**src/core_pkg.sv**
```systemverilog
/*
 * core package
 * widths, opcodes, the ALU operation set, the instruction union and the
 * pipeline register structs shared by the five-stage core
 */
package core_pkg;

  localparam int data_width = 32;
  localparam int reg_addr_width = 5;
  localparam int mask_width = 4;

  // opcodes of the supported subset
  localparam logic [6:0] op_lui = 7'b0110111;
  localparam logic [6:0] op_imm = 7'b0010011;
  localparam logic [6:0] op_reg = 7'b0110011;
  localparam logic [6:0] op_load = 7'b0000011;
  localparam logic [6:0] op_store = 7'b0100011;
  localparam logic [6:0] op_branch = 7'b1100011;
  localparam logic [6:0] op_jal = 7'b1101111;

  localparam logic [2:0] f3_add = 3'b000;
  localparam logic [2:0] f3_slt = 3'b010;
  localparam logic [2:0] f3_xor = 3'b100;
  localparam logic [2:0] f3_or = 3'b110;
  localparam logic [2:0] f3_and = 3'b111;
  localparam logic [2:0] f3_word = 3'b010;
  localparam logic [2:0] f3_beq = 3'b000;
  localparam logic [2:0] f3_bne = 3'b001;
  localparam logic [6:0] f7_sub = 7'b0100000;

  typedef enum logic [2:0] {
    alu_add,
    alu_sub,
    alu_and,
    alu_or,
    alu_xor,
    alu_slt,
    alu_pass_imm
  } alu_op_e;

  // operand source in execute
  typedef enum logic [1:0] {fwd_none, fwd_mem, fwd_wb} fwd_sel_e;

  typedef struct packed {
    logic [6:0] funct7;
    logic [reg_addr_width-1:0] rs2;
    logic [reg_addr_width-1:0] rs1;
    logic [2:0] funct3;
    logic [reg_addr_width-1:0] rd;
    logic [6:0] opcode;
  } r_type_s;

  typedef struct packed {
    logic [11:0] imm;
    logic [reg_addr_width-1:0] rs1;
    logic [2:0] funct3;
    logic [reg_addr_width-1:0] rd;
    logic [6:0] opcode;
  } i_type_s;

  typedef struct packed {
    logic [6:0] imm_hi;
    logic [reg_addr_width-1:0] rs2;
    logic [reg_addr_width-1:0] rs1;
    logic [2:0] funct3;
    logic [4:0] imm_lo;
    logic [6:0] opcode;
  } s_type_s;

  typedef struct packed {
    logic imm_12;
    logic [5:0] imm_10_5;
    logic [reg_addr_width-1:0] rs2;
    logic [reg_addr_width-1:0] rs1;
    logic [2:0] funct3;
    logic [3:0] imm_4_1;
    logic imm_11;
    logic [6:0] opcode;
  } b_type_s;

  typedef struct packed {
    logic [19:0] imm;
    logic [reg_addr_width-1:0] rd;
    logic [6:0] opcode;
  } u_type_s;

  typedef struct packed {
    logic imm_20;
    logic [9:0] imm_10_1;
    logic imm_11;
    logic [7:0] imm_19_12;
    logic [reg_addr_width-1:0] rd;
    logic [6:0] opcode;
  } j_type_s;

  typedef union packed {
    r_type_s r;
    i_type_s i;
    s_type_s s;
    b_type_s b;
    u_type_s u;
    j_type_s j;
  } instr_u;

  typedef struct packed {
    logic reads_rs1;
    logic reads_rs2;
    logic writes_rd;
    logic is_load;
    logic is_store;
    logic is_branch;
    logic branch_on_equal;
    logic is_jal;
    logic uses_imm;
    alu_op_e alu_op;
  } decode_s;

  // addr is a byte address, data memory uses the word part
  typedef struct packed {
    logic w;
    logic [data_width-1:0] addr;
    logic [data_width-1:0] data;
    logic [mask_width-1:0] mask;
  } dmem_req_s;

  typedef struct packed {
    logic valid;
    logic [data_width-1:0] pc;
    instr_u instr;
  } id_reg_s;

  typedef struct packed {
    logic valid;
    logic [data_width-1:0] pc;
    decode_s decode;
    logic [reg_addr_width-1:0] rd;
    logic [reg_addr_width-1:0] rs1;
    logic [reg_addr_width-1:0] rs2;
    logic [data_width-1:0] rs1_val;
    logic [data_width-1:0] rs2_val;
    logic [data_width-1:0] imm;
  } exe_reg_s;

  typedef struct packed {
    logic valid;
    logic writes_rd;
    logic is_load;
    logic [reg_addr_width-1:0] rd;
    logic [data_width-1:0] result;
  } mem_reg_s;

  typedef struct packed {
    logic writes_rd;
    logic [reg_addr_width-1:0] rd;
    logic [data_width-1:0] data;
  } wb_reg_s;

endpackage

```
**src/regfile.sv**
```systemverilog
/*
 * integer register file
 * two asynchronous reads with write-through, one write, x0 fixed at zero
 */
module regfile (
  input clk_i,
  input [core_pkg::reg_addr_width-1:0] rs1_i,
  input [core_pkg::reg_addr_width-1:0] rs2_i,
  input w_v_i,
  input [core_pkg::reg_addr_width-1:0] w_addr_i,
  input [core_pkg::data_width-1:0] w_data_i,
  output logic [core_pkg::data_width-1:0] rs1_data_o,
  output logic [core_pkg::data_width-1:0] rs2_data_o
);
  import core_pkg::*;

  logic [data_width-1:0] regs_r [2**reg_addr_width];
  logic w_en;

  assign w_en = w_v_i & (w_addr_i != '0);

  always_ff @(posedge clk_i) begin
    if (w_en) begin
      regs_r[w_addr_i] <= w_data_i;
    end
  end

  // same-cycle writeback reaches decode directly
  assign rs1_data_o = (rs1_i == '0) ? '0 : (w_en && w_addr_i == rs1_i) ? w_data_i : regs_r[rs1_i];
  assign rs2_data_o = (rs2_i == '0) ? '0 : (w_en && w_addr_i == rs2_i) ? w_data_i : regs_r[rs2_i];

endmodule

```
**config.mk**
```make
export PLATFORM = sky130hd
export DESIGN_NAME = regfile
export DESIGN_NICKNAME = d
export VERILOG_FILES = /design/src/core_pkg.sv /design/src/regfile.sv
export SDC_FILE = /design/constraint.sdc
export NUM_CORES = 1
export LEC_CHECK = 0
export BUFFER_PORTS_ARGS = -buffer_cell sky130_fd_sc_hd__buf_2
export CORE_ASPECT_RATIO = 0.6
export CORE_MARGIN = 2
export CORE_UTILIZATION = 30
export CTS_CLUSTER_SIZE = 28
export DETAILED_ROUTE_END_ITERATION = 16
export GPL_TIMING_DRIVEN = 0
export PLACE_DENSITY_LB_ADDON = 0.12
export SYNTH_ARGS = -nofsm -noshare
export SYNTH_HDL_FRONTEND = slang
export SYNTH_SLANG_ARGS = --single-unit
```
**constraint.sdc**
```tcl
create_clock -name clk_i -period 6.5 [get_ports clk_i]
set_input_delay 1.625 -clock clk_i [delete_from_list [all_inputs] [get_ports clk_i]]
set_output_delay 1.625 -clock clk_i [all_outputs]
set_load 0.01 [all_outputs]
```
==> impl_metrics.toml <==
[critical_path]
crit_path_start_kind = "input port"
end_kind = "output port"
critPathArrivalTime_ps = 5000
critPathRequiredTime_ps = 4880
cp-startpoint = "w_addr_i[3]"
critPathSlowestCell = "clkbuf_1"
critPathMaxStageDelay_ps = 900
cpLargestDelayFamily = "buffers and inverters"
setup.worst_path.class = "in -> out"
path_cells = "buf_2 -> clkbuf_1 -> xor2_1 -> nor4_2 -> clkbuf_1 -> a32o_1 -> buf_2"
worst-path-max-fanout = 11
cp_num_buf_inv = 4

[grt]
grt_pass1_vias = 30900
grt_max_degree = 35
grt-ovfl-total = 0
antenna_found_initial = 21
grt_pass1_wl_mm = 294
track_usage_pct = 27.3

[synthesis]
syn-instance-count = 2598
yosys_warnings = 0
synth_cell_types = 57
async_reset_ff_share_pct = 0
synth_flop_cell = "edfxtp_1"
synth_top_area_cell = "edfxtp_1"
synth_seq_area_share_pct = 64.0
synth_top_area_share_pct = 64.0
yosys-top-cells-count = "edfxtp_1, mux4_2, mux2i_1"
synth-seq-cells = 1024
syn_area_per_cell_sq_um = 18.5
synth_edf_count = 1024
synth_most_common_cell = "edfxtp_1"
netlist_top_cells_area = "edfxtp_1, mux4_2, mux2i_1"
syn_area_sq_mm = 0.0481

[floorplanning]
start_util_pct = 30.3
fp.dieH_um = 314
die_w_um = 521
num_rows = 113
coreArea_sq_mm = 0.159
top_level_ports = 113
fp.dieArea_sq_mm = 0.164

[place]
placedInstanceArea_sq_mm = 0.0526
gp_congestion = 0.954
dpl.hpwl_mm = 164
io_buffer_count = 103
detailedPlace.worstSlack_ps = -791

[timing]
finalHoldViolCount = 0
final_max_slew_viol_count = 22
timing.final.ws_setup_ps = -130
period_share_pct = 102
finalSetupTns_ps = -2110
min_period_ps = 6630
rsz0062_at_grt = "no"
tightest_slew_ps = 1540
max_freq_mhz = 151
setup-violations-final = 34
slew_headroom_pct = -2.78

[finish]
finalInstanceArea_sq_mm = 0.0562
areaGrowthSynthToFinish_pct = 17.0
multi_input_area_sq_mm = 0.0166
top_regs = "regs_r (1024)"
top_register = "regs_r"
drive_gt1_share_pct = 32.5
nFillCells = 14900
largest_register_ffs = 1024
seq_area_sq_mm = 0.0307
layout.nets = 2931

[min_path]
whs_path_depth = 1
worstHoldPathType = "in -> reg"
holdPathEnd = "regs_r[17][30]"
hp-start = "w_data_i[30]"

[run]
drv_cap = 2

[power]
worst_ir_drop_vdd_mv = 0.214
p_per_area_mw_per_mm2 = 274
power.leakage_nw = 18.0

[routing]
drtAntennaViolNets = 0
dr.pass1.iters = 8
drc = 0
wl_mm = 227
vias = 32100
wire_per_inst_um = 44.6
via_per_inst = 6.29
drtIter0Drc = 5302

[clock_network]
cts_tree = "yes"
path_clk_slew_ps = 70
clock-sinks = 1024
cts_max_path_buffers = 3
numCtsBuffers = 101
cts-hold-fix-buffers = 0
cts_root_buf = "clkbuf_16"
cts_max_level = 3

[status]
status = "finished with violations"
violations = "capacitance limit, slew limit, setup timing"
cell type report:
cell class | count | area share (%)
timing repair buffer | 152 | 2.77
sequential | 1024 | 54.7
buffer | 215 | 2.30
clock buffer | 123 | 4.75
multi-input combinational | 1386 | 29.5
antenna | 5 | 0.0222
clock inverter | 65 | 1.22
inverter | 2 | 0.0133
tap | 2127 | 4.73
kinds of logic (layout without fill, tap and decap cells):
| logic type | Yosys count | after routing | share of synthesized area, % |
|---|---|---|---|
| multiplexers | 668 | 668 | 24.2 |
| flip-flops | 1024 | 1024 | 64.0 |
| XOR/XNOR | 10 | 10 | 0.182 |
| other | 1 | 37 | 0.00780 |
| AO/OA/AOI/OAI | 445 | 445 | 6.89 |
| buffers and inverters | 219 | 557 | 2.46 |
| AND/OR/NAND/NOR | 231 | 231 | 2.33 |
routing by layer:
layer / share of wire [%] / vias up / global-route usage (%)
met5: 0.16 / - / 0.920
met4: 4.1 / 10 / 9.54
met3: 13 / 429 / 10.4
met2: 40 / 2612 / 37.2
met1: 42 / 17300 / 39.2
li1: - / 11800 / -
worst max-delay path by stage:
stage                     end  slack, ps  cells after the start
2_1_floorplan  rs2_data_o[23]       1480                      7
3_3_place_gp   regs_r[16][21]       -920                      5
3_5_place_dp   rs1_data_o[27]       -790                      9
4_1_cts        rs2_data_o[20]          2                      9
5_1_grt        rs1_data_o[27]          5                      9
6_report       rs2_data_o[28]       -130                      7
cell usage in the layout (no fill, tap or decap), drive strengths merged, types with 50 or more instances in the layout:
cell type / count
edfxtp: 1024
a211oi: 74
nand2: 88
a21oi: 50
buf: 266
a22oi: 65
mux4: 389
mux2i: 233
clkbuf: 223
nor2: 50
power by group:
part | leakage (nW) | switching [mW] | total (mW) | internal, mW
Combinational | 7.13 | 1.22 | 1.80 | 0.571
Clock | 1.65 | 2.75 | 6.23 | 3.48
Sequential | 9.25 | 0.0408 | 7.40 | 7.36
Total | 18.0 | 4.01 | 15.4 | 11.4
through the flow:
step | hold slack [ps] | std cells | utilization (%) | power [mW]
detailed placement | 2170 | 4906 | 33.2 | 9.27
global placement | 2140 | 4859 | 32.4 | 9.23
finish | 1430 | 5099 | 35.5 | 15.4
floorplan | 1720 | 2629 | - | 8.36
global route | 1440 | 5096 | 35.4 | 15.7
CTS | 1390 | 5094 | 35.4 | 15.4
timing repair:
item | in CTS | in global routing
endpoints found under the setup margin | 64 | 47
gates resized for setup | 63 | 62
setup buffers | 2 | 0
endpoints found under the hold margin | 0 | 0
pin swaps | 1 | 0
(Power assumes the default switching activity.)
