$ cat src/core_pkg.sv
/*
 * core package
 * widths, opcodes, the ALU operation set, the instruction union and the
 * pipeline register structs shared by the five-stage core
 */
package core_pkg;

  localparam int data_width = 32;
  localparam int reg_addr_width = 5;
  localparam int mask_width = 4;

  // opcodes of the supported subset
  localparam logic [6:0] op_lui = 7'b0110111;
  localparam logic [6:0] op_imm = 7'b0010011;
  localparam logic [6:0] op_reg = 7'b0110011;
  localparam logic [6:0] op_load = 7'b0000011;
  localparam logic [6:0] op_store = 7'b0100011;
  localparam logic [6:0] op_branch = 7'b1100011;
  localparam logic [6:0] op_jal = 7'b1101111;

  localparam logic [2:0] f3_add = 3'b000;
  localparam logic [2:0] f3_slt = 3'b010;
  localparam logic [2:0] f3_xor = 3'b100;
  localparam logic [2:0] f3_or = 3'b110;
  localparam logic [2:0] f3_and = 3'b111;
  localparam logic [2:0] f3_word = 3'b010;
  localparam logic [2:0] f3_beq = 3'b000;
  localparam logic [2:0] f3_bne = 3'b001;
  localparam logic [6:0] f7_sub = 7'b0100000;

  typedef enum logic [2:0] {
    alu_add,
    alu_sub,
    alu_and,
    alu_or,
    alu_xor,
    alu_slt,
    alu_pass_imm
  } alu_op_e;

  // operand source in execute
  typedef enum logic [1:0] {fwd_none, fwd_mem, fwd_wb} fwd_sel_e;

  typedef struct packed {
    logic [6:0] funct7;
    logic [reg_addr_width-1:0] rs2;
    logic [reg_addr_width-1:0] rs1;
    logic [2:0] funct3;
    logic [reg_addr_width-1:0] rd;
    logic [6:0] opcode;
  } r_type_s;

  typedef struct packed {
    logic [11:0] imm;
    logic [reg_addr_width-1:0] rs1;
    logic [2:0] funct3;
    logic [reg_addr_width-1:0] rd;
    logic [6:0] opcode;
  } i_type_s;

  typedef struct packed {
    logic [6:0] imm_hi;
    logic [reg_addr_width-1:0] rs2;
    logic [reg_addr_width-1:0] rs1;
    logic [2:0] funct3;
    logic [4:0] imm_lo;
    logic [6:0] opcode;
  } s_type_s;

  typedef struct packed {
    logic imm_12;
    logic [5:0] imm_10_5;
    logic [reg_addr_width-1:0] rs2;
    logic [reg_addr_width-1:0] rs1;
    logic [2:0] funct3;
    logic [3:0] imm_4_1;
    logic imm_11;
    logic [6:0] opcode;
  } b_type_s;

  typedef struct packed {
    logic [19:0] imm;
    logic [reg_addr_width-1:0] rd;
    logic [6:0] opcode;
  } u_type_s;

  typedef struct packed {
    logic imm_20;
    logic [9:0] imm_10_1;
    logic imm_11;
    logic [7:0] imm_19_12;
    logic [reg_addr_width-1:0] rd;
    logic [6:0] opcode;
  } j_type_s;

  typedef union packed {
    r_type_s r;
    i_type_s i;
    s_type_s s;
    b_type_s b;
    u_type_s u;
    j_type_s j;
  } instr_u;

  typedef struct packed {
    logic reads_rs1;
    logic reads_rs2;
    logic writes_rd;
    logic is_load;
    logic is_store;
    logic is_branch;
    logic branch_on_equal;
    logic is_jal;
    logic uses_imm;
    alu_op_e alu_op;
  } decode_s;

  // addr is a byte address, data memory uses the word part
  typedef struct packed {
    logic w;
    logic [data_width-1:0] addr;
    logic [data_width-1:0] data;
    logic [mask_width-1:0] mask;
  } dmem_req_s;

  typedef struct packed {
    logic valid;
    logic [data_width-1:0] pc;
    instr_u instr;
  } id_reg_s;

  typedef struct packed {
    logic valid;
    logic [data_width-1:0] pc;
    decode_s decode;
    logic [reg_addr_width-1:0] rd;
    logic [reg_addr_width-1:0] rs1;
    logic [reg_addr_width-1:0] rs2;
    logic [data_width-1:0] rs1_val;
    logic [data_width-1:0] rs2_val;
    logic [data_width-1:0] imm;
  } exe_reg_s;

  typedef struct packed {
    logic valid;
    logic writes_rd;
    logic is_load;
    logic [reg_addr_width-1:0] rd;
    logic [data_width-1:0] result;
  } mem_reg_s;

  typedef struct packed {
    logic writes_rd;
    logic [reg_addr_width-1:0] rd;
    logic [data_width-1:0] data;
  } wb_reg_s;

endpackage

$ cat src/fetch_stage.sv
/*
 * fetch stage
 * program counter, next-pc selection and the writable instruction store
 */
module fetch_stage #(
  parameter int imem_els_p = 64
) (
  input clk_i,
  input reset_i,
  input [core_pkg::data_width-1:0] pc_init_val_i,
  input imem_v_i,
  input [core_pkg::data_width-1:0] imem_addr_i,
  input [core_pkg::data_width-1:0] imem_instr_i,
  input hold_i,
  input redirect_i,
  input [core_pkg::data_width-1:0] redirect_pc_i,
  output logic imem_yumi_o,
  output core_pkg::id_reg_s id_n_o
);
  import core_pkg::*;

  localparam int addr_width_lp = $clog2(imem_els_p);

  logic [data_width-1:0] imem_r [imem_els_p];
  logic [data_width-1:0] pc_r;
  logic [data_width-1:0] pc_n;
  logic reset_r;

  // store writes always win, fetch just waits a cycle
  assign imem_yumi_o = imem_v_i;

  always_comb begin
    if (reset_r) begin
      pc_n = pc_init_val_i;
    end else if (redirect_i) begin
      pc_n = redirect_pc_i;
    end else if (hold_i | imem_v_i) begin
      pc_n = pc_r;
    end else begin
      pc_n = pc_r + 1'b1;
    end
  end

  always_ff @(posedge clk_i) begin
    reset_r <= reset_i;
    if (reset_i) begin
      pc_r <= '0;
    end else begin
      pc_r <= pc_n;
    end
  end

  always_ff @(posedge clk_i) begin
    if (imem_v_i) begin
      imem_r[imem_addr_i[addr_width_lp-1:0]] <= imem_instr_i;
    end
  end

  // redirect turns the word behind the branch into a bubble
  assign id_n_o.valid = ~reset_i & ~reset_r & ~redirect_i & ~imem_v_i;
  assign id_n_o.pc = pc_r;
  assign id_n_o.instr = imem_r[pc_r[addr_width_lp-1:0]];

  imem_addr_range: assert property (@(posedge clk_i) imem_v_i |-> imem_addr_i < imem_els_p);

endmodule

$ cat config.mk
export PLATFORM = sky130hd
export DESIGN_NAME = fetch_stage
export DESIGN_NICKNAME = d
export VERILOG_FILES = /design/src/core_pkg.sv /design/src/fetch_stage.sv
export SDC_FILE = /design/constraint.sdc
export NUM_CORES = 2
export LEC_CHECK = 0
export ABC_AREA = 0
export BUFFER_PORTS_ARGS = -buffer_cell sky130_fd_sc_hd__buf_2
export CAP_MARGIN = 20
export CORE_UTILIZATION = 35
export CTS_BUF_LIST = sky130_fd_sc_hd__clkbuf_4
export DETAILED_ROUTE_END_ITERATION = 7
export GPL_ROUTABILITY_DRIVEN = 0
export HOLD_SLACK_MARGIN = 0.06
export REMOVE_ABC_BUFFERS = 1
export SYNTH_ARGS = -nofsm -noshare
export SYNTH_HDL_FRONTEND = slang
export SYNTH_SLANG_ARGS = --single-unit
$ cat constraint.sdc
create_clock -name clk_i -period 4.3 [get_ports clk_i]
set_input_delay 0.43 -clock clk_i [delete_from_list [all_inputs] [get_ports clk_i]]
set_output_delay 0.43 -clock clk_i [all_outputs]
set_load 0.01 [all_outputs]
==> summary.md <==
The run finished, with violations left. The final reports fail on setup timing. Data on the critical path arrives at its endpoint at 3.93 ns.

For the worst flop-to-flop path, the logic depth is 10. Of the synthesized area, sequential elements account for 76.97%. The final core utilization came out at 43.64%.

Based on the critical path, the design can be clocked at up to 229.2 MHz. TritonCTS built the clock tree. The clock passes through at most 4 buffers.

The signal on the critical path passes through buf_12, buf_16, buf_16, buf_4, mux4_2, mux2i_2, a211oi_2, a21oi_2, a221oi_1, buf_4, buf_2. In this run, CTS created clock tree buffers numbering 554. For the final net count, the log shows 5,056. Summing the areas of all compound-gate instances in the mapped netlist gives 4.057% of the synthesized area. Remaining global-route overflow: 0. The element type at the critical path end is an output port. The category of the most critical setup path is reg2out.

For this run, the total global-route usage over all layers was measured as 19.54%. Synthesis handed over a netlist of 3,828 instances. After filler insertion, the fill cell instance count of the layout stands at 19,780.

The capture point of the critical path is id_n_o[10]. The worst register-to-register path ends at pc_r[4]. The synthesized area per cell was 21.14 um2.

Type of the worst min-delay path: in2reg. The final critical-path required period was 4.364 ns; the setup slack of the worst register-to-register path was 0.72 ns. The slowest stage of the critical path belongs to the cell a211oi_2. The final hold violation count is 0, and the post-route clock skew is 0.09804 ns. For the setup slack after layout, the log shows -0.06381 ns.

The run gives 176 as the number of standard-cell rows in the floorplan. The tree is rooted in a clkbuf_4. The first routing iteration left 5,186 violations. The logs give 62,300 um2 for the sequential cell area in the final layout and 0 for the number of DRC violations after detailed routing. The post-placement setup slack is 0.4942 ns, and the area growth from synthesis to final layout is 23.99%.

The tools report the number of distinct library cells after synthesis as 68. The die is 482.8 um wide. In this run the static leakage power is 32.30 nW. VDD sags by at most 292.6 uV. The synthesized design contains 2,087 register bits.

The multiplexer share of the synthesized area works out to 15.30%. The first global-routing pass estimated 325,700 um of wire. The number of antenna violations at the first check in global routing was 26.

In the finished design, the share of the clock period the worst path needs comes to 101.5%. The multi-input combinational cells in the finished layout cover a total of 19,540 um2. The max-cap violation count was 0. On the critical path the largest part of the delay comes from buffers and inverters. The top-level I/O count is 199, and the final total power is 0.04380 W. The largest net degree at the start of global routing is 65.

The count of flip-flops with a built-in enable after synthesis was 2,048; the clock latency reported for the late side of the worst-skew pair was 1.39 ns. The total clock sinks came out at 2,087. Beginning of the worst register-to-register path: reset_r.

Of the total synthesized cell area, the portion taken by XOR and XNOR cells is 0.1299%. Port buffering added 172 buffers. The detailed router placed 45,540 vias in this run. Summed over all nets, the half-perimeter wirelength after detailed placement is 126,400 um. Fraction of layout instances using a drive strength above 1: 42.00%. Share of async-settable or async-resettable flops after synthesis: 0%. The most used flip-flop cell after synthesis was edfxtp_1. After clock tree synthesis, the clock-pin slew on the worst setup and hold paths is 0.07 ns. CTS built an H-tree with a depth of 6. The first detailed-routing pass ran for 5 iterations.

In this run the cell area of the synthesized design comes to 80,920 um2. The post-synthesis share of cell area spent on full adders, half adders and majority gates works out to 0.01546%. The final number of max-transition violations came out at 0. For the pin with the worst max-slew slack, the measured transition is 1.104 ns. Wires add up to 232,100 um.

The kind of start point of the critical path is a register. In this run the number of cells on the critical path is 11. The run gives 35.20% as the initial core utilization.

The floorplan step defined a die boundary enclosing 233,100 um2. STA puts the critical path data required time at 3.87 ns. The power per cell area was 436.6 nW/um2; the final setup violation count was 6. The largest single stage delay on the critical path is 0.43 ns.

The run gives 0 as the total of warnings raised by yosys. The simple-gate share of the synthesized area came out at 2.186%. Remaining max-slew budget at the tightest pin: 26.39%. Via count of the first global-routing pass: 46,490. After synthesis, the largest family of logic cells by area is multiplexers. The placeable core region came out at 229,900 um2. The post-route antenna net violation count was 0; the ratio of routed vias to standard cells was 5.484.

Together, buffers and inverters on the worst path number 6. The die span in y was 482.8 um. Setup repair after global routing could not meet its margin everywhere.

The detail-routed net length per standard cell is 27.95 um, and the biggest fanout along the worst timing path is 9.
[worst min path at each step]
stage                           start              to  slack (ns)  cells after the start
floorplan                     reset_i         reset_r        0.46                      0
global placement             pc_r[15]        pc_r[15]        0.51                      2
detailed placement           pc_r[15]        pc_r[15]        0.51                      2
CTS                 pc_init_val_i[19]        pc_r[19]        0.07                      6
global route          imem_instr_i[7]   imem_r[56][7]        0.05                      2
finish               imem_instr_i[22]  imem_r[60][22]        0.16                      2
[cell families after synthesis]
logic type               Yosys count
flip-flops                      2087
adder cells (fa/ha/maj)            1
AND/OR/NAND/NOR                  354
XOR/XNOR                          12
buffers and inverters            229
multiplexers                     692
AO/OA/AOI/OAI                    453
[layout make-up]
class | instances | area share [%]
tap | 3026 | 3.774
timing repair buffer | 758 | 8.017
inverter | 9 | 0.03367
clock buffer | 785 | 5.874
sequential | 2087 | 62.09
clock inverter | 113 | 0.7021
multi-input combinational | 1512 | 19.47
antenna | 15 | 0.03741
[per-layer routing]
| layer | vias to the layer above | wire (um) | GRT usage, % |
|---|---|---|---|
| met5 | - | 70 | 0 |
| met4 | 12 | 7044 | 7.376 |
| met3 | 460 | 19620 | 3.995 |
| met2 | 2255 | 113000 | 31.59 |
| met1 | 24020 | 92380 | 26.03 |
| li1 | 18800 | - | - |
[registers in the layout (all words and copies together), names as in the netlist, named ones only]
register  count
imem_r     2048
pc_r         32
reset_r       1
[synth_stat cells, types with 30 or more instances]
library cell | number | area (um2)
buf_4 | 30 | 225.2
dfxtp_1 | 39 | 780.8
mux2_2 | 122 | 1374
a21oi_1 | 76 | 380.4
buf_2 | 79 | 395.4
nor2_1 | 113 | 424.2
mux2i_1 | 146 | 1461
mux4_2 | 424 | 9549
edfxtp_1 | 2048 | 61500
clkbuf_1 | 96 | 360.4
a221oi_1 | 71 | 621.9
a22o_1 | 42 | 367.9
a211oi_1 | 30 | 225.2
o22ai_1 | 70 | 437.9
nand2_1 | 73 | 274.0
[timing repair]
action,in CTS,in global routing
endpoints found under the setup margin,32,32
hold endpoints to repair,2415,84
gates resized for setup,245,127
hold buffers,192,9
setup buffers,64,61
gates cloned,19,12
pin swaps,20,53
[power by group]
part	internal [W]	switching, W
logic	0.00196	0.00243
clock network	0.00893	0.00791
registers	0.0225	0.0000863
total	0.0334	0.0104
[per-stage QoR]
stage	hold WS (ns)	setup TNS (ns)	area, um2	instances
2_1_floorplan	0.4577	-600.48	79870	3608
3_3_place_gp	0.5122	0	87420	7031
3_5_place_dp	0.5142	0	87420	7031
4_1_cts	0.06816	-4.542	98560	8201
5_1_grt	0.05163	-4.698	100300	8298
6_report	0.1562	-0.1887	100300	8305
[cell usage in the layout, fill, tap and decap left out, types with 14 or more instances in the layout]
master	n
edfxtp_1	2048
clkbuf_4	785
mux4_2	424
buf_4	216
dlygate4sd3_1	201
buf_2	169
mux2i_1	119
mux2_2	113
buf_12	87
clkinv_1	79
nand2_1	69
nor2_4	62
a21oi_1	59
o22ai_1	55
nor2_1	45
a22o_1	42
a221oi_2	39
buf_16	34
dfxtp_1	33
buf_6	27
mux2i_2	23
nand3_1	23
a221oi_1	22
o21ai_0	22
nand2b_1	21
nor2b_1	20
a211oi_1	20
diode_2	15
inv_2	15
a21oi_2	14
Power figures use the tool's default switching activity.
