===== config.mk =====
export PLATFORM = sky130hd
export DESIGN_NAME = decode_unit
export DESIGN_NICKNAME = d
export VERILOG_FILES = /design/src/core_pkg.sv /design/src/decode_unit.sv
export SDC_FILE = /design/constraint.sdc
export NUM_CORES = 1
export LEC_CHECK = 0
export BUFFER_PORTS_ARGS = -buffer_cell sky130_fd_sc_hd__buf_2
export CAP_MARGIN = 10
export CORE_AREA = 2 2 55 57
export DETAILED_ROUTE_END_ITERATION = 12
export DIE_AREA = 0 0 57 59
export PLACE_DENSITY = 0.66
export SYNTH_ARGS = -nofsm -noshare
export SYNTH_HDL_FRONTEND = slang
export SYNTH_SLANG_ARGS = --single-unit

===== constraint.sdc =====
create_clock -name vclk -period 3.59
set_input_delay 0.1795 -clock vclk [all_inputs]
set_output_delay 0.1795 -clock vclk [all_outputs]
set_load 0.01 [all_outputs]

===== src/core_pkg.sv =====
/*
 * core package
 * widths, opcodes, the ALU operation set, the instruction union and the
 * pipeline register structs shared by the five-stage core
 */
package core_pkg;

  localparam int data_width = 32;
  localparam int reg_addr_width = 5;
  localparam int mask_width = 4;

  // opcodes of the supported subset
  localparam logic [6:0] op_lui = 7'b0110111;
  localparam logic [6:0] op_imm = 7'b0010011;
  localparam logic [6:0] op_reg = 7'b0110011;
  localparam logic [6:0] op_load = 7'b0000011;
  localparam logic [6:0] op_store = 7'b0100011;
  localparam logic [6:0] op_branch = 7'b1100011;
  localparam logic [6:0] op_jal = 7'b1101111;

  localparam logic [2:0] f3_add = 3'b000;
  localparam logic [2:0] f3_slt = 3'b010;
  localparam logic [2:0] f3_xor = 3'b100;
  localparam logic [2:0] f3_or = 3'b110;
  localparam logic [2:0] f3_and = 3'b111;
  localparam logic [2:0] f3_word = 3'b010;
  localparam logic [2:0] f3_beq = 3'b000;
  localparam logic [2:0] f3_bne = 3'b001;
  localparam logic [6:0] f7_sub = 7'b0100000;

  typedef enum logic [2:0] {
    alu_add,
    alu_sub,
    alu_and,
    alu_or,
    alu_xor,
    alu_slt,
    alu_pass_imm
  } alu_op_e;

  // operand source in execute
  typedef enum logic [1:0] {fwd_none, fwd_mem, fwd_wb} fwd_sel_e;

  typedef struct packed {
    logic [6:0] funct7;
    logic [reg_addr_width-1:0] rs2;
    logic [reg_addr_width-1:0] rs1;
    logic [2:0] funct3;
    logic [reg_addr_width-1:0] rd;
    logic [6:0] opcode;
  } r_type_s;

  typedef struct packed {
    logic [11:0] imm;
    logic [reg_addr_width-1:0] rs1;
    logic [2:0] funct3;
    logic [reg_addr_width-1:0] rd;
    logic [6:0] opcode;
  } i_type_s;

  typedef struct packed {
    logic [6:0] imm_hi;
    logic [reg_addr_width-1:0] rs2;
    logic [reg_addr_width-1:0] rs1;
    logic [2:0] funct3;
    logic [4:0] imm_lo;
    logic [6:0] opcode;
  } s_type_s;

  typedef struct packed {
    logic imm_12;
    logic [5:0] imm_10_5;
    logic [reg_addr_width-1:0] rs2;
    logic [reg_addr_width-1:0] rs1;
    logic [2:0] funct3;
    logic [3:0] imm_4_1;
    logic imm_11;
    logic [6:0] opcode;
  } b_type_s;

  typedef struct packed {
    logic [19:0] imm;
    logic [reg_addr_width-1:0] rd;
    logic [6:0] opcode;
  } u_type_s;

  typedef struct packed {
    logic imm_20;
    logic [9:0] imm_10_1;
    logic imm_11;
    logic [7:0] imm_19_12;
    logic [reg_addr_width-1:0] rd;
    logic [6:0] opcode;
  } j_type_s;

  typedef union packed {
    r_type_s r;
    i_type_s i;
    s_type_s s;
    b_type_s b;
    u_type_s u;
    j_type_s j;
  } instr_u;

  typedef struct packed {
    logic reads_rs1;
    logic reads_rs2;
    logic writes_rd;
    logic is_load;
    logic is_store;
    logic is_branch;
    logic branch_on_equal;
    logic is_jal;
    logic uses_imm;
    alu_op_e alu_op;
  } decode_s;

  // addr is a byte address, data memory uses the word part
  typedef struct packed {
    logic w;
    logic [data_width-1:0] addr;
    logic [data_width-1:0] data;
    logic [mask_width-1:0] mask;
  } dmem_req_s;

  typedef struct packed {
    logic valid;
    logic [data_width-1:0] pc;
    instr_u instr;
  } id_reg_s;

  typedef struct packed {
    logic valid;
    logic [data_width-1:0] pc;
    decode_s decode;
    logic [reg_addr_width-1:0] rd;
    logic [reg_addr_width-1:0] rs1;
    logic [reg_addr_width-1:0] rs2;
    logic [data_width-1:0] rs1_val;
    logic [data_width-1:0] rs2_val;
    logic [data_width-1:0] imm;
  } exe_reg_s;

  typedef struct packed {
    logic valid;
    logic writes_rd;
    logic is_load;
    logic [reg_addr_width-1:0] rd;
    logic [data_width-1:0] result;
  } mem_reg_s;

  typedef struct packed {
    logic writes_rd;
    logic [reg_addr_width-1:0] rd;
    logic [data_width-1:0] data;
  } wb_reg_s;

endpackage


===== src/decode_unit.sv =====
/*
 * instruction decoder
 * control struct and sign-extended immediate, unknown encodings give a no-op
 */
module decode_unit (
  input core_pkg::instr_u instr_i,
  output core_pkg::decode_s decode_o,
  output logic [core_pkg::data_width-1:0] imm_o
);
  import core_pkg::*;

  logic known;

  always_comb begin
    decode_o = '0;
    imm_o = '0;
    known = 1'b1;
    case (instr_i.r.opcode)
      op_lui: begin
        decode_o.writes_rd = 1'b1;
        decode_o.uses_imm = 1'b1;
        decode_o.alu_op = alu_pass_imm;
        imm_o = {instr_i.u.imm, 12'b0};
      end
      op_imm, op_reg: begin
        decode_o.reads_rs1 = 1'b1;
        decode_o.reads_rs2 = (instr_i.r.opcode == op_reg);
        decode_o.writes_rd = 1'b1;
        decode_o.uses_imm = (instr_i.r.opcode == op_imm);
        imm_o = {{20{instr_i.i.imm[11]}}, instr_i.i.imm};
        case (instr_i.r.funct3)
          f3_add: begin
            // funct7 only means sub for register ops
            if (instr_i.r.opcode == op_reg && instr_i.r.funct7 == f7_sub) begin
              decode_o.alu_op = alu_sub;
            end else begin
              decode_o.alu_op = alu_add;
            end
          end
          f3_slt: decode_o.alu_op = alu_slt;
          f3_xor: decode_o.alu_op = alu_xor;
          f3_or: decode_o.alu_op = alu_or;
          f3_and: decode_o.alu_op = alu_and;
          default: known = 1'b0;
        endcase
      end
      op_load: begin
        decode_o.reads_rs1 = 1'b1;
        decode_o.writes_rd = 1'b1;
        decode_o.is_load = 1'b1;
        decode_o.uses_imm = 1'b1;
        imm_o = {{20{instr_i.i.imm[11]}}, instr_i.i.imm};
        known = (instr_i.i.funct3 == f3_word);
      end
      op_store: begin
        decode_o.reads_rs1 = 1'b1;
        decode_o.reads_rs2 = 1'b1;
        decode_o.is_store = 1'b1;
        decode_o.uses_imm = 1'b1;
        imm_o = {{20{instr_i.s.imm_hi[6]}}, instr_i.s.imm_hi, instr_i.s.imm_lo};
        known = (instr_i.s.funct3 == f3_word);
      end
      op_branch: begin
        decode_o.reads_rs1 = 1'b1;
        decode_o.reads_rs2 = 1'b1;
        decode_o.is_branch = 1'b1;
        decode_o.branch_on_equal = (instr_i.b.funct3 == f3_beq);
        imm_o = {{19{instr_i.b.imm_12}}, instr_i.b.imm_12, instr_i.b.imm_11,
                 instr_i.b.imm_10_5, instr_i.b.imm_4_1, 1'b0};
        known = (instr_i.b.funct3 == f3_beq) || (instr_i.b.funct3 == f3_bne);
      end
      op_jal: begin
        decode_o.writes_rd = 1'b1;
        decode_o.is_jal = 1'b1;
        imm_o = {{11{instr_i.j.imm_20}}, instr_i.j.imm_20, instr_i.j.imm_19_12,
                 instr_i.j.imm_11, instr_i.j.imm_10_1, 1'b0};
      end
      default: known = 1'b0;
    endcase
    if (!known) begin
      decode_o = '0;
      imm_o = '0;
    end
  end

endmodule


==> metrics.txt <==
# TYPE chip_impl_metric gauge
chip_impl_metric{name="cts_hold_buffers",unit=""} 0
chip_impl_metric{name="routedWlPerCell",unit="µm"} 12.5
chip_impl_info{name="layout.cells.most_common_list",value="76 x sky130_fd_sc_hd__buf_2, 23 x sky130_fd_sc_hd__nand2_1, 10 x sky130_fd_sc_hd__nor2b_1, 9 x sky130_fd_sc_hd__a21oi_2"} 1
chip_impl_metric{name="peakVddDrop",unit="mV"} 0.0440
chip_impl_metric{name="drt_pre_antenna_iters",unit=""} 4
chip_impl_metric{name="nets",unit=""} 219
chip_impl_metric{name="via_count_of_the_first_global_routing_pass",unit=""} 947
chip_impl_info{name="outcome",value="finished, final reports clean"} 1
chip_impl_metric{name="die-area",unit="µm²"} 3360
chip_impl_metric{name="n_antenna_cell",unit=""} 0
chip_impl_metric{name="worstHoldPathCells",unit=""} 3
chip_impl_metric{name="cap_viol_max_count",unit=""} 0
chip_impl_info{name="crit_path_end_kind",value="output port"} 1
chip_impl_metric{name="post_cts_setup_bufs",unit=""} 0
chip_impl_metric{name="power_switching_share",unit="%"} 57.5
chip_impl_metric{name="fmaxAchievable",unit="GHz"} 0.506
chip_impl_metric{name="floorplan.core_area",unit="µm²"} 2710
chip_impl_metric{name="yosysWarningCount",unit=""} 0
chip_impl_info{name="critPathKind",value="input pin to output port"} 1
chip_impl_metric{name="pwr-share-seq",unit="%"} 0
chip_impl_metric{name="worst_hold_slack_across_all_endpoints",unit="ns"} 0.639
chip_impl_metric{name="hold_viol",unit=""} 0
chip_impl_metric{name="first_pass_grt_wire_length",unit="µm"} 4240
chip_impl_metric{name="route.detailed.vias_per_inst",unit=""} 5.19
chip_impl_metric{name="layout.area.seq",unit="µm²"} 0
chip_impl_metric{name="worst-endpoint-arrival",unit="ns"} 1.80
chip_impl_info{name="start_kind",value="input pin"} 1
chip_impl_metric{name="grt.overflow.total",unit=""} 0
chip_impl_metric{name="die_x",unit="µm"} 57
chip_impl_metric{name="grt_max_degree",unit=""} 19
chip_impl_metric{name="hpwl_reported_at_the_end_of_detailed_placement",unit="µm"} 2260
chip_impl_metric{name="timing.final.crit_share",unit="%"} 55.1
chip_impl_metric{name="power_density",unit="nW/µm²"} 57.4
chip_impl_metric{name="ant_nets",unit=""} 0
chip_impl_metric{name="routed-via-count",unit=""} 1120
chip_impl_metric{name="multiInputGateArea",unit="µm²"} 739
chip_impl_metric{name="final_period_minus_worst_setup_slack",unit="ns"} 1.98
chip_impl_metric{name="power_frac_clock",unit="%"} 0
chip_impl_metric{name="floorplan.rows",unit=""} 19
chip_impl_metric{name="port_buffers",unit=""} 76
chip_impl_info{name="holdCritPathClass",value="input pin to output port"} 1
chip_impl_metric{name="max-slew-margin-rel",unit="%"} 41.0
chip_impl_metric{name="detail_route.iter0.violations",unit=""} 24
chip_impl_metric{name="floorplan.initialDensity",unit="%"} 28.9
chip_impl_metric{name="pwr-share-comb",unit="%"} 100.0
chip_impl_metric{name="placer_congestion_estimate",unit=""} 0.838
chip_impl_metric{name="fin_tns_setup",unit="ns"} 0
chip_impl_metric{name="fill_cells",unit=""} 312
chip_impl_metric{name="flops_and_latches",unit=""} 0
chip_impl_metric{name="power_switching",unit="W"} 0.0000385
chip_impl_metric{name="syn_area_per_cell",unit="µm²"} 6.88
chip_impl_metric{name="tightestPinTransition",unit="ns"} 0.882
chip_impl_metric{name="leakage",unit="nW"} 0.604
chip_impl_metric{name="power.internal",unit="W"} 0.0000284
chip_impl_metric{name="die-height",unit="µm"} 59
chip_impl_metric{name="cts-resized-gates",unit=""} 0
chip_impl_metric{name="layout-area-overhead-vs-synth",unit="%"} 48.6
chip_impl_metric{name="post_synth_inst_count",unit=""} 114
chip_impl_metric{name="ys_types",unit=""} 39
chip_impl_info{name="mostFrequentLayoutCell",value="sky130_fd_sc_hd__buf_2"} 1
chip_impl_metric{name="layout-drive-gt1-share",unit="%"} 54.1
chip_impl_metric{name="worst_ep_required_time",unit="ns"} 3.41
chip_impl_metric{name="layout.clock_buffers",unit=""} 0
chip_impl_metric{name="wl",unit="µm"} 2700
chip_impl_metric{name="syn_area",unit="µm²"} 785
chip_impl_metric{name="design.portCount",unit=""} 76
chip_impl_metric{name="antenna_found_initial",unit=""} 0
chip_impl_metric{name="critical_path_peak_fanout",unit=""} 18
chip_impl_metric{name="seq_area_frac_synth",unit="%"} 0
chip_impl_metric{name="syn-num-nets",unit=""} 146
chip_impl_info{name="rsz_0062_raised_after_global_routing",value="false"} 1
chip_impl_metric{name="finalMaxSlewViolations",unit=""} 0
chip_impl_metric{name="drt_drc",unit=""} 0
chip_impl_metric{name="grt_util_all_layers",unit="%"} 15.0
chip_impl_metric{name="count_of_final_setup_violators",unit=""} 0
per-stage QoR:
| stage | utilization [%] | setup WS [ns] | std cells | area, µm² | total power, W |
|---|---|---|---|---|---|
| 4_1_cts | 43.0 | 1.59 | 216 | 1170 | 0.0000672 |
| 5_1_grt | 43.0 | 1.46 | 216 | 1170 | 0.0000742 |
| 6_report | 43.0 | 1.61 | 216 | 1170 | 0.0000669 |
| 3_3_place_gp | 43.0 | 1.58 | 216 | 1170 | 0.0000668 |
| 3_5_place_dp | 43.0 | 1.59 | 216 | 1170 | 0.0000671 |
| 2_1_floorplan | - | 2.02 | 114 | 785 | 0.0000356 |
per-layer routing:
layer	vias up	track usage [%]	share of wire, %
li1	561	-	-
met1	501	22.4	45
met2	56	24.6	46
met3	2	0.218	7.8
met4	0	2.33	0.63
met5	-	0	0
worst max-delay path, stage by stage:
cell	delay (ns)
sky130_fd_sc_hd__buf_2	0.16
sky130_fd_sc_hd__a21boi_1	0.25
sky130_fd_sc_hd__o21ai_4	0.13
sky130_fd_sc_hd__a211oi_4	0.78
sky130_fd_sc_hd__nor2b_1	0.12
sky130_fd_sc_hd__buf_2	0.18
final timing paths:
path                         to   startpoint  slack (ns)
worst max-delay path  imm_o[31]  instr_i[14]        1.61
worst min-delay path  imm_o[15]  instr_i[15]        0.64
power by group through the flow:
| stage | Combinational (W) | Clock [W] | Sequential (W) |
|---|---|---|---|
| final | 0.0000669 | 0 | 0 |
| after global routing | 0.0000742 | 0 | 0 |
| after CTS | 0.0000672 | 0 | 0 |
| after detailed placement | 0.0000671 | 0 | 0 |
| after global placement | 0.0000668 | 0 | 0 |
| after floorplan | 0.0000356 | 0 | 0 |
area by class of cell:
type	count	area share [%]
tap	31	3.33
timing repair buffer	77	33.3
multi-input combinational	108	63.4
cells by family after synthesis:
group	count (synthesis)	share of synthesized area (%)
XOR/XNOR	1	1.12
AND/OR/NAND/NOR	63	48.2
AO/OA/AOI/OAI	44	45.0
buffers and inverters	6	5.74
synthesized netlist by cell type (2+ instances only):
cell type / instances / area share, %
sky130_fd_sc_hd__nor3_1: 5 / 3.2
sky130_fd_sc_hd__a21oi_1: 8 / 5.1
sky130_fd_sc_hd__nor2_1: 8 / 3.8
sky130_fd_sc_hd__buf_2: 3 / 1.9
sky130_fd_sc_hd__nand2_1: 23 / 11
sky130_fd_sc_hd__a21o_1: 8 / 7.7
sky130_fd_sc_hd__nor2b_1: 10 / 8.0
sky130_fd_sc_hd__or2_2: 2 / 1.6
sky130_fd_sc_hd__buf_6: 2 / 2.9
sky130_fd_sc_hd__a21oi_2: 9 / 10
sky130_fd_sc_hd__nand3b_1: 2 / 1.9
sky130_fd_sc_hd__o21ai_0: 7 / 4.5
(Power assumes the default switching activity.)
