[src/core_pkg.sv]
/*
 * core package
 * widths, opcodes, the ALU operation set, the instruction union and the
 * pipeline register structs shared by the five-stage core
 */
package core_pkg;

  localparam int data_width = 32;
  localparam int reg_addr_width = 5;
  localparam int mask_width = 4;

  // opcodes of the supported subset
  localparam logic [6:0] op_lui = 7'b0110111;
  localparam logic [6:0] op_imm = 7'b0010011;
  localparam logic [6:0] op_reg = 7'b0110011;
  localparam logic [6:0] op_load = 7'b0000011;
  localparam logic [6:0] op_store = 7'b0100011;
  localparam logic [6:0] op_branch = 7'b1100011;
  localparam logic [6:0] op_jal = 7'b1101111;

  localparam logic [2:0] f3_add = 3'b000;
  localparam logic [2:0] f3_slt = 3'b010;
  localparam logic [2:0] f3_xor = 3'b100;
  localparam logic [2:0] f3_or = 3'b110;
  localparam logic [2:0] f3_and = 3'b111;
  localparam logic [2:0] f3_word = 3'b010;
  localparam logic [2:0] f3_beq = 3'b000;
  localparam logic [2:0] f3_bne = 3'b001;
  localparam logic [6:0] f7_sub = 7'b0100000;

  typedef enum logic [2:0] {
    alu_add,
    alu_sub,
    alu_and,
    alu_or,
    alu_xor,
    alu_slt,
    alu_pass_imm
  } alu_op_e;

  // operand source in execute
  typedef enum logic [1:0] {fwd_none, fwd_mem, fwd_wb} fwd_sel_e;

  typedef struct packed {
    logic [6:0] funct7;
    logic [reg_addr_width-1:0] rs2;
    logic [reg_addr_width-1:0] rs1;
    logic [2:0] funct3;
    logic [reg_addr_width-1:0] rd;
    logic [6:0] opcode;
  } r_type_s;

  typedef struct packed {
    logic [11:0] imm;
    logic [reg_addr_width-1:0] rs1;
    logic [2:0] funct3;
    logic [reg_addr_width-1:0] rd;
    logic [6:0] opcode;
  } i_type_s;

  typedef struct packed {
    logic [6:0] imm_hi;
    logic [reg_addr_width-1:0] rs2;
    logic [reg_addr_width-1:0] rs1;
    logic [2:0] funct3;
    logic [4:0] imm_lo;
    logic [6:0] opcode;
  } s_type_s;

  typedef struct packed {
    logic imm_12;
    logic [5:0] imm_10_5;
    logic [reg_addr_width-1:0] rs2;
    logic [reg_addr_width-1:0] rs1;
    logic [2:0] funct3;
    logic [3:0] imm_4_1;
    logic imm_11;
    logic [6:0] opcode;
  } b_type_s;

  typedef struct packed {
    logic [19:0] imm;
    logic [reg_addr_width-1:0] rd;
    logic [6:0] opcode;
  } u_type_s;

  typedef struct packed {
    logic imm_20;
    logic [9:0] imm_10_1;
    logic imm_11;
    logic [7:0] imm_19_12;
    logic [reg_addr_width-1:0] rd;
    logic [6:0] opcode;
  } j_type_s;

  typedef union packed {
    r_type_s r;
    i_type_s i;
    s_type_s s;
    b_type_s b;
    u_type_s u;
    j_type_s j;
  } instr_u;

  typedef struct packed {
    logic reads_rs1;
    logic reads_rs2;
    logic writes_rd;
    logic is_load;
    logic is_store;
    logic is_branch;
    logic branch_on_equal;
    logic is_jal;
    logic uses_imm;
    alu_op_e alu_op;
  } decode_s;

  // addr is a byte address, data memory uses the word part
  typedef struct packed {
    logic w;
    logic [data_width-1:0] addr;
    logic [data_width-1:0] data;
    logic [mask_width-1:0] mask;
  } dmem_req_s;

  typedef struct packed {
    logic valid;
    logic [data_width-1:0] pc;
    instr_u instr;
  } id_reg_s;

  typedef struct packed {
    logic valid;
    logic [data_width-1:0] pc;
    decode_s decode;
    logic [reg_addr_width-1:0] rd;
    logic [reg_addr_width-1:0] rs1;
    logic [reg_addr_width-1:0] rs2;
    logic [data_width-1:0] rs1_val;
    logic [data_width-1:0] rs2_val;
    logic [data_width-1:0] imm;
  } exe_reg_s;

  typedef struct packed {
    logic valid;
    logic writes_rd;
    logic is_load;
    logic [reg_addr_width-1:0] rd;
    logic [data_width-1:0] result;
  } mem_reg_s;

  typedef struct packed {
    logic writes_rd;
    logic [reg_addr_width-1:0] rd;
    logic [data_width-1:0] data;
  } wb_reg_s;

endpackage

[src/hazard_unit.sv]
/*
 * hazard unit
 * forwarding selects for execute, the load-use stall and the branch flush
 */
module hazard_unit (
  input clk_i,
  input reset_i,
  input [core_pkg::reg_addr_width-1:0] id_rs1_i,
  input [core_pkg::reg_addr_width-1:0] id_rs2_i,
  input [1:0] id_reads_i,
  input core_pkg::exe_reg_s exe_i,
  input core_pkg::mem_reg_s mem_i,
  input core_pkg::wb_reg_s wb_i,
  input branch_taken_i,
  output core_pkg::fwd_sel_e rs1_fwd_o,
  output core_pkg::fwd_sel_e rs2_fwd_o,
  output logic load_use_stall_o,
  output logic flush_o
);
  import core_pkg::*;

  logic mem_writes;
  logic exe_load;

  function automatic logic hit(input logic [reg_addr_width-1:0] rs,
                               input logic reads,
                               input logic writes,
                               input logic [reg_addr_width-1:0] rd);
    return reads && writes && (rs != '0) && (rs == rd);
  endfunction

  assign mem_writes = mem_i.valid & mem_i.writes_rd;
  assign exe_load = exe_i.valid & exe_i.decode.is_load;

  // nearest producer wins
  assign rs1_fwd_o = hit(exe_i.rs1, exe_i.decode.reads_rs1, mem_writes, mem_i.rd) ? fwd_mem :
                     hit(exe_i.rs1, exe_i.decode.reads_rs1, wb_i.writes_rd, wb_i.rd) ? fwd_wb :
                     fwd_none;
  assign rs2_fwd_o = hit(exe_i.rs2, exe_i.decode.reads_rs2, mem_writes, mem_i.rd) ? fwd_mem :
                     hit(exe_i.rs2, exe_i.decode.reads_rs2, wb_i.writes_rd, wb_i.rd) ? fwd_wb :
                     fwd_none;

  assign load_use_stall_o = hit(id_rs1_i, id_reads_i[0], exe_load, exe_i.rd)
                          | hit(id_rs2_i, id_reads_i[1], exe_load, exe_i.rd);

  assign flush_o = exe_i.valid & branch_taken_i;

  stall_flush_excl: assert property (@(posedge clk_i) disable iff (reset_i)
    !(load_use_stall_o && flush_o));

endmodule

[config.mk]
export PLATFORM = sky130hd
export DESIGN_NAME = hazard_unit
export DESIGN_NICKNAME = d
export VERILOG_FILES = /design/src/core_pkg.sv /design/src/hazard_unit.sv
export SDC_FILE = /design/constraint.sdc
export NUM_CORES = 1
export LEC_CHECK = 0
export BUFFER_PORTS_ARGS = -buffer_cell sky130_fd_sc_hd__buf_2
export CAP_MARGIN = 20
export CELL_PAD_IN_SITES_DETAIL_PLACEMENT = 1
export CELL_PAD_IN_SITES_GLOBAL_PLACEMENT = 1
export CORE_AREA = 2 2 98 100
export DETAILED_ROUTE_END_ITERATION = 8
export DIE_AREA = 0 0 100 102
export MAX_ROUTING_LAYER = met4
export PLACE_DENSITY = 0.95
export SYNTH_ARGS = -nofsm -noshare
export SYNTH_HDL_FRONTEND = slang
export SYNTH_SLANG_ARGS = --single-unit
[constraint.sdc]
create_clock -name vclk -period 3.22
set_input_delay 0.322 -clock vclk [all_inputs]
set_output_delay 0.322 -clock vclk [all_outputs]
set_load 0.02 [all_outputs]
==> results of run 1 <==
[cell usage after synthesis]
master / instances
nor3_1: 4
nand2_1: 1
nand4_1: 4
o22ai_1: 1
nor4_1: 6
xnor2_1: 15
nand3_1: 2
xor2_1: 13
a21oi_1: 1
o2111ai_1: 1
o21ai_2: 2
or4_1: 2
and2_1: 2
or4_4: 1
[worst max path at each step]
stage                          start  cells past startpoint           end
after floorplan            exe_i[96]                      4  rs2_fwd_o[1]
after global placement    exe_i[102]                      6  rs1_fwd_o[1]
after detailed placement   exe_i[96]                      6  rs2_fwd_o[1]
after CTS                  exe_i[96]                      6  rs2_fwd_o[1]
after global routing       exe_i[96]                      6  rs2_fwd_o[1]
final                      exe_i[96]                      6  rs2_fwd_o[1]
[power by group through the flow]
stage / Combinational (uW) / Sequential [uW] / Clock (uW)
2_1_floorplan: 36.2 / 0 / 0
3_3_place_gp: 81.0 / 0 / 0
3_5_place_dp: 85.6 / 0 / 0
4_1_cts: 86.1 / 0 / 0
5_1_grt: 94.0 / 0 / 0
6_report: 85.2 / 0 / 0
[cell type report]
cell class	count	area (sq um)
multi-input combinational	55	418
fill	1118	8300
timing repair buffer	51	255
tap	111	139
[routing by layer]
layer  track usage [%]  vias to the layer above  part of all wire [%]
met4             0.316                        0                   1.8
met3            0.0684                        4                   4.1
met5                 -                        -                     0
met2              8.58                       25                    59
met1              3.89                      304                    35
li1                  -                      309                     -
[logic make-up (layout without fill, tap and decap cells)]
group,after synthesis,count (layout)
simple gates,22,22
xor+xnor,28,28
compound gates,5,5
buf+inv,0,51
[through the flow]
step / cells / setup slack (ns) / utilization (%) / power, uW
finish: 217 / 1.25 / 8.91 / 85.2
detailed placement: 217 / 1.25 / 8.91 / 85.6
floorplan: 55 / 1.26 / - / 36.2
global placement: 217 / 1.32 / 8.91 / 81.0
CTS: 217 / 1.25 / 8.91 / 86.1
global route: 217 / 1.20 / 8.91 / 94.0
[worst max-delay path, cell delays in order]
cell	delay, ns
buf_2	0.13
or4_1	0.53
o21ai_2	0.17
nor4_1	0.09
nor3_1	0.20
buf_2	0.20
==> results.md, run 1 <==
- Status: finished, final reports clean
- WP data arrival: about 1.6 ns
- Worst Hold Path EP: flush_o
- CP required: 2.90 ns
- Fin crit period: between 1.5 and 2 ns
- Starting density of the core: 4.59%
- CP Launch Type: input pin
- I/O pin total: about 260
- Logic pwr share: between 90% and 100%
- Synth Cell Area: 418 sq um
- Register area: 0 sq um
- Most frequent cells in the layout: buf_2, xnor2_1, xor2_1
- Total iterations of the first detailed-routing run: 4
- Total gr overflow: 0
- Fmax achieved: just over 0.5 GHz
- Fraction of power consumed by sequential logic: 0%
- Max VDD drop: ~0.000012 V
- PD cells: 105 nW/um^2
- Layout cell share with drive strength beyond 1: 50.9%
- 1st-iter DRT viols: 13
- Hold slack: 0.975 ns
- Sequential element share of the synthesized area: 0%
- Vias in the first global route: around 680
- Avg Inst Size Synth: between 7 and 8 sq um
- Die area: roughly 10000 sq um
- Pin count of the biggest net entering global routing: 5
- Vias/cell: 2.96
- Post-synth net total: a little over 300
- Mux cell area share after synthesis: 0%
- Setup TNS: 0 ns
- Tot GR Track Use: between 3 and 4%
- Hold buffers post-CTS: 0
- Post-Synth Adder-Cell Area: 0%
- Nets@finish: approximately 360
- Post-synthesis compound-gate area fraction: approximately 9%
- Crit Path Class: in -> out
- Yosys warning count: 0
- RSZ-0062 raised after global routing: false
- Leakage: roughly 0.00032 uW
- Simple-gate share of the synthesized area: between 30% and 40%
- Routability congestion estimate: 0.799
- Hold Crit Class: in -> out
- Commonest non-fill, non-tap cell in the layout: buf_2
- CP max FO: 3
- Vias: around 640
- FFs & Latches: 0
- Core area: between 9000 and 10000 sq um
- # diodes: 0
- Die height: ~100 microns
- Chip Width: about 100 microns
- Worst rel slew slack: around three quarters
- Cells on Worst Hold Path: 3
- Clock power frac: 0%
- Clock buffers: 0
- HPWL Detailed: between 2 and 2.5 mm
- Switching Fraction: between 40% and 50%
- Final hold violations: 0
- Post-route cell area: about 810 sq um
- PostCTS Resize Cnt: 0
- DRC Markers: 0
- Main combinational cell family by area after synthesis: XOR/XNOR gates
- Postcts setup bufs: 0
- Initial antenna violation count: 0
- Area leader, netlist: xnor2_1
- Max-Cap Viols: 0
- Unique cell type count in the Yosys netlist: 14
- Port bufs: roughly 50
- # rows: 35
- Yosys top cell area share: 31.4%
- Hold path start: branch_taken_i
- Post-synthesis xor/xnor area fraction: between 50% and 60%
- Sw power: between 40 and 50 uW
- P_int: 44.2 uW
- Mapped Cells: between 50 and 60
- Total wire length: 2.18 mm
- Worst Tran Pin Value: between 0.3 and 0.4 ns
- Antenna Violating Nets Remaining: 0
- Final setup viols: 0
- Global-route wire length before repair: 3.13 mm
- DR WL/cell: roughly 10 microns
- Ranking of synthesized cells by area: xnor2_1, xor2_1, nor4_1
- Crit end category: primary output
- Area Overhead vs Synth: 94.3%
- Final Slew Violations: 0
- Fin crit share: 61.0%
- Placed Area: between 800 and 900 sq um
Power figures use the tool's default switching activity.
==> run 2, diff against run 1 <==
ABC_AREA = 1   (was unset)
clock period = 1.95 ns   (was 3.22 ns; I/O delays follow)
==> run 2 against run 1 <==
Net effect:
- cell count grew 50%
- combinational power up 100%
- sequential cell count stayed put
- critical path type unchanged
- critical endpoint is now rs1_fwd_o[1]
- largest cell class unchanged
==> results.md, run 2 <==
- Status: finished, final reports clean
- Pin count of the biggest net entering global routing: 6 (+1)
- Antenna Violating Nets Remaining: 0 (unchanged)
- Crit end category: primary output
- Cell family with most CP delay: simple AND/OR/NAND/NOR gates
- Synth Cell Area: 668 sq um (+60%)
- Total iterations of the first detailed-routing run: 4 (unchanged)
- WP data arrival: 1.02 ns (-0.62 ns)
- Fin crit share: between 60 and 70%
- Postcts setup bufs: 0 (unchanged)
- Starting density of the core: 7.34% (+2.7 points)
- Die area: 10200 sq um (unchanged)
- Ranking of synthesized cells by area: nand2_1, inv_1, nor2_1
- Clock buffers: 0 (unchanged)
- Commonest non-fill, non-tap cell in the layout: nand2_1
- Synth cell count leaders: nand2_1, inv_1, nor2_1
- Layout cell share with drive strength beyond 1: 27.4% (-24 points)
- Hold path start: branch_taken_i
- Vias: 1069 (+67%)
- Avg Inst Size Synth: 4.07 sq um (-46%)
- Crit Path Class: in -> out
- Total Power: 172 uW (+100%)
- Die height: 102 microns (unchanged)
- Area Overhead vs Synth: 59.0%
- Sequential element share of the synthesized area: 0% (unchanged)
- CP max FO: 4 (+1)
- Tot GR Track Use: 6.53% (+2.6 points)
- Total wire length: 3.25 mm (+49%)
- DR WL/cell: 9.98 microns (-0.81%)
- Most frequent cells in the layout: nand2_1, buf_2, inv_1
- Final setup viols: 0 (unchanged)
- Worst Hold Path EP: flush_o
- Register area: 0 sq um (unchanged)
- Fmax achieved: 0.820 GHz
- Core area: 9110 sq um (unchanged)
- Setup TNS: 0 ns (unchanged)
- Post-synth net total: 413 (+36%)
- Unique cell type count in the Yosys netlist: 12 (-2)
- Post-route cell area: 1060 sq um (+31%)
- Worst Tran Pin Value: 0.183 ns (-0.214 ns)
- Mapped Cells: 164 (+200%)
- 1st-iter DRT viols: 18 (+5)
- # diodes: 0 (unchanged)
- Chip Width: 100 microns (unchanged)
- Hold Crit Class: in -> out
- Cells on Worst Hold Path: 4 (+1)
- HPWL Detailed: 3.01 mm (+47%)
- Worst Path Buf+Inv: 3 (+1)
- Vias in the first global route: 1072 (+57%)
- Initial antenna violation count: 0 (unchanged)
- Total gr overflow: 0 (unchanged)
- Routability congestion estimate: 0.866 (+8.4%)
- DRC Markers: 0 (unchanged)
- Fin crit period: around 1.2 ns
- CP Launch Type: input pin
- FFs & Latches: 0 (unchanged)
- Global-route wire length before repair: 5.19 mm (+66%)
- Crit path top cell by count: nand2_1
- CP required: 1.75 ns (-1.15 ns)
- Max-Cap Viols: 0 (unchanged)
- Port bufs: 51 (unchanged)
- Slowest stage cell, crit path: buf_2
- Crit-path cells: buf_2 -> inv_1 -> nand2_1 -> nand2_1 -> nor2_1 -> nand2_1 -> nor2_2 -> nor2_1 -> buf_2
- Final Slew Violations: 0 (unchanged)
- # rows: 35 (unchanged)
- Area leader, netlist: nand2_1
- Hold buffers post-CTS: 0 (unchanged)
- Most common cell in the netlist: nand2_1
- Max incr delay on CP: 0.15 ns (-0.38 ns)
- I/O pin total: 255 (unchanged)
- RSZ-0062 raised after global routing: false
- Worst rel slew slack: 87.7% (+14 points)
- Max VDD drop: 0.0000467 V (+270%)
- PostCTS Resize Cnt: 0 (unchanged)
- Placed Area: 1060 sq um (+31%)
- Yosys warning count: 0 (unchanged)
- Leakage: 0.000680 uW (+110%)
- Final hold violations: 0 (unchanged)
- Nets@finish: 466 (+31%)
- Yosys top cell area share: 42.1% (+11 points)
- Vias/cell: 3.28 (+11%)
- PD cells: 162 nW/um^2 (+54%)
## run 2: worst max-delay path by stage
stage               startpoint      endpoint  slack [ns]  cells after the start
finish              exe_i[104]  rs1_fwd_o[1]        0.73                      9
global route        exe_i[104]  rs1_fwd_o[1]        0.64                      9
CTS                 exe_i[104]  rs1_fwd_o[1]        0.71                      9
detailed placement  exe_i[104]  rs1_fwd_o[1]        0.72                      9
global placement    exe_i[104]  rs1_fwd_o[1]        0.73                      9
floorplan            mem_i[35]  rs2_fwd_o[1]        0.89                      7
## run 2: cell type report
type | count | area (sq um)
Timing Repair Buffer | 51 | 255
Multi-Input combinational cell | 129 | 537
Inverter | 35 | 131
Tap cell | 111 | 139
Fill cell | 1191 | 8050
## run 2: cell families (layout without fill, tap and decap cells)
group | after synthesis | in the layout | share of synthesized area, %
XOR/XNOR | 3 | 3 | 3.93
buffers and inverters | 35 | 86 | 19.7
AO/OA/AOI/OAI | 6 | 6 | 4.49
AND/OR/NAND/NOR | 120 | 120 | 71.9
## run 2: report_power, final
group          switching [uW]  leakage, uW  internal, uW
Sequential                  0            0             0
Clock                       0            0             0
Combinational            99.7     0.000680          71.9
## run 2: metal layers
metal,vias up,GRT usage (%),share of wire [%]
li1,585,-,-
met1,445,11.0,62
met2,39,9.04,35
met3,0,0,2.9
met4,0,0,0
met5,-,-,0
## run 2: stage by stage
| stage | hold slack (ns) | utilization (%) | worst slack, ns | std cells |
|---|---|---|---|---|
| after floorplan | 0.512 | - | 0.893 | 164 |
| after global placement | 0.687 | 11.7 | 0.730 | 326 |
| after detailed placement | 0.692 | 11.7 | 0.715 | 326 |
| after CTS | 0.694 | 11.7 | 0.710 | 326 |
| after global routing | 0.729 | 11.7 | 0.643 | 326 |
| final | 0.692 | 11.7 | 0.731 | 326 |
==> run 3, diff against run 2 <==
ABC_AREA = 0   (was 1)
clock period = 1.1 ns   (was 1.95 ns; I/O delays follow)
==> run 3 against run 2 <==
Net effect:
- the flow now finishes with violations (negative setup slack)
- via count down 31%
- setup slack got worse by 1.0 ns
- sequential share of layout area unchanged
- total power rose by 140%
- first-iteration DRC count shrank 94%
- hold slack got worse by 0.13 ns
- critical path type unchanged
- non-clock buffer count is 20 higher
- routed wire length is 12% lower
- combinational power increased by 140%
- critical path depth down 3
- utilization grew 2.2 points
- sequential cell count unchanged
==> results.md, run 3 (synthesis results as in run 1) <==
- CP max FO: 3 (-1)
- Leakage: 0.000507 uW (-25%)
- Register area: 0 sq um (unchanged)
- Die height: 102 microns (unchanged)
- Total gr overflow: 0 (unchanged)
- Crit end category: primary output
- Pre-CTS setup slack: -0.396 ns (-1.11 ns)
- Fin crit period: ~1.4 ns
- CP required: 0.99 ns (-0.76 ns)
- Fin crit share: 129%
- Area Overhead vs Synth: 202%
- Pin count of the biggest net entering global routing: 5 (-1)
- RSZ-0062 raised after global routing: true
- Vias/cell: 3.05 (-7.1%)
- DRC Markers: 0 (unchanged)
- Commonest non-fill, non-tap cell in the layout: buf_2
- Failing checks: negative setup slack
- Core area: 9110 sq um (unchanged)
- Worst Setup EP: rs1_fwd_o[1]
- WP data arrival: 1.31 ns (+0.29 ns)
- Die area: 10200 sq um (unchanged)
- Vias in the first global route: 856 (-20%)
- HPWL Detailed: 2.51 mm (-17%)
- Max-Cap Viols: 0 (unchanged)
- 1st-iter DRT viols: 1 (-17)
- Tot GR Track Use: 5.49% (-1.0 points)
- Max VDD drop: 0.0000842 V (+81%)
- Port bufs: 51 (unchanged)
- Placed cells: 236 (-28%)
- Crit. path cell count: 6 (-3)
- FFs & Latches: 0 (unchanged)
- Starting density of the core: 4.59% (-2.7 points)
- Worst Path Buf+Inv: 2 (-1)
- Setup WS post-layout: -0.316 ns (-1.05 ns)
- Placed Area: 1030 sq um (-2.8%)
- Slowest stage cell, crit path: or4_4
- Vias: 734 (-31%)
- Finished Layout Cells: 241 (-26%)
- Clock buffers: 0 (unchanged)
- DR WL/cell: 11.9 microns (+19%)
- Total Power: 415 uW (+140%)
- Chip Width: 100 microns (unchanged)
- Total iterations of the first detailed-routing run: 3 (-1)
- Worst rel slew slack: 78.8% (-8.8 points)
- # rows: 35 (unchanged)
- Antenna Violating Nets Remaining: 0 (unchanged)
- Cell family with most CP delay: simple AND/OR/NAND/NOR gates
- Global-route wire length before repair: 4.25 mm (-18%)
- Post-route cell area: 1260 sq um (+19%)
- Crit-path cells: buf_8 -> or4_4 -> o21ai_4 -> nor4_4 -> nor3_4 -> buf_6
- Hold Crit Class: in -> out
- Max incr delay on CP: 0.54 ns (+0.39 ns)
- Post-layout util: 13.9% (+2.2 points)
- Final Slew Violations: 0 (unchanged)
- Final hold violations: 0 (unchanged)
- Crit path from: exe_i[102]
- Crit Path Class: in -> out
- Routability congestion estimate: 0.764 (-12%)
- Nets@finish: 377 (-19%)
- Fmax achieved: between 0.7 and 0.8 GHz
- I/O pin total: 255 (unchanged)
- Worst Tran Pin Value: 0.315 ns (+0.132 ns)
- CP Launch Type: input pin
- Most frequent cells in the layout: buf_2, buf_4, buf_6
- PD cells: 328 nW/um^2 (+100%)
- Total wire length: 2.86 mm (-12%)
- Layout cell share with drive strength beyond 1: 74.6% (+47 points)
- Status: finished, violations left
- Initial antenna violation count: 4 (+4)
- Final setup viols: 5 (+5)
==> run 3: changes by cell type in the layout (fill, tap and decap cells not counted), sizes merged, moves of 3 or more <==
cell | previous run | this run
buf | 51 | 71
nand2 | 75 | 1
nand3 | 12 | 2
xnor2 | 0 | 15
or4 | 0 | 3
diode | 0 | 4
nor2 | 29 | 0
nor4 | 0 | 6
o21ai | 5 | 2
inv | 35 | 0
nor3 | 1 | 4
xor2 | 3 | 13
==> run 3: worst min path at each step <==
stage / cells past startpoint / endpoint / start / slack (ns)
2_1_floorplan: 2 / rs2_fwd_o[1] / exe_i[121] / 0.35
3_5_place_dp: 3 / flush_o / branch_taken_i / 0.58
5_1_grt: 3 / flush_o / branch_taken_i / 0.59
4_1_cts: 3 / flush_o / branch_taken_i / 0.58
6_report: 3 / flush_o / branch_taken_i / 0.57
3_3_place_gp: 3 / flush_o / branch_taken_i / 0.57
==> run 3: report_power, final <==
group,total (uW),switching [uW],internal [uW]
combinational,415,186,229
clock,0.000488,0,0.000488
sequential,0,0,0
total,415,186,229
==> run 3: metal layers <==
metal  wire (microns)  vias up  global-route usage [%]
li1                 -      357                       -
met1              848      338                    4.55
met2             1650       39                    11.6
met3              367        0                    2.60
met4                0        0                       0
met5                0        -                       -
==> run 3: area by class of cell <==
class | instances | area, sq um
timing repair buffer | 71 | 518
fill | 1095 | 7850
multi-input combinational | 55 | 597
antenna | 4 | 10.0
tap | 111 | 139
==> run 3: worst min-delay path, cell delays in order <==
cell    delay, ns
buf_2        0.08
and2_1       0.11
buf_2        0.16
==> run 3: timing repair <==
item	in CTS	in global routing
setup buffers	0	1
endpoints found under the setup margin	5	5
pin swaps	4	8
resized for setup	31	12
gates cloned	0	0
hold buffers	0	0
==> run 3: through the flow <==
step	TNS, ns	hold slack, ns
floorplan	-0.352	0.348
global placement	-1.44	0.574
detailed placement	-1.59	0.576
CTS	-1.31	0.579
global route	-1.57	0.587
finish	-1.30	0.565
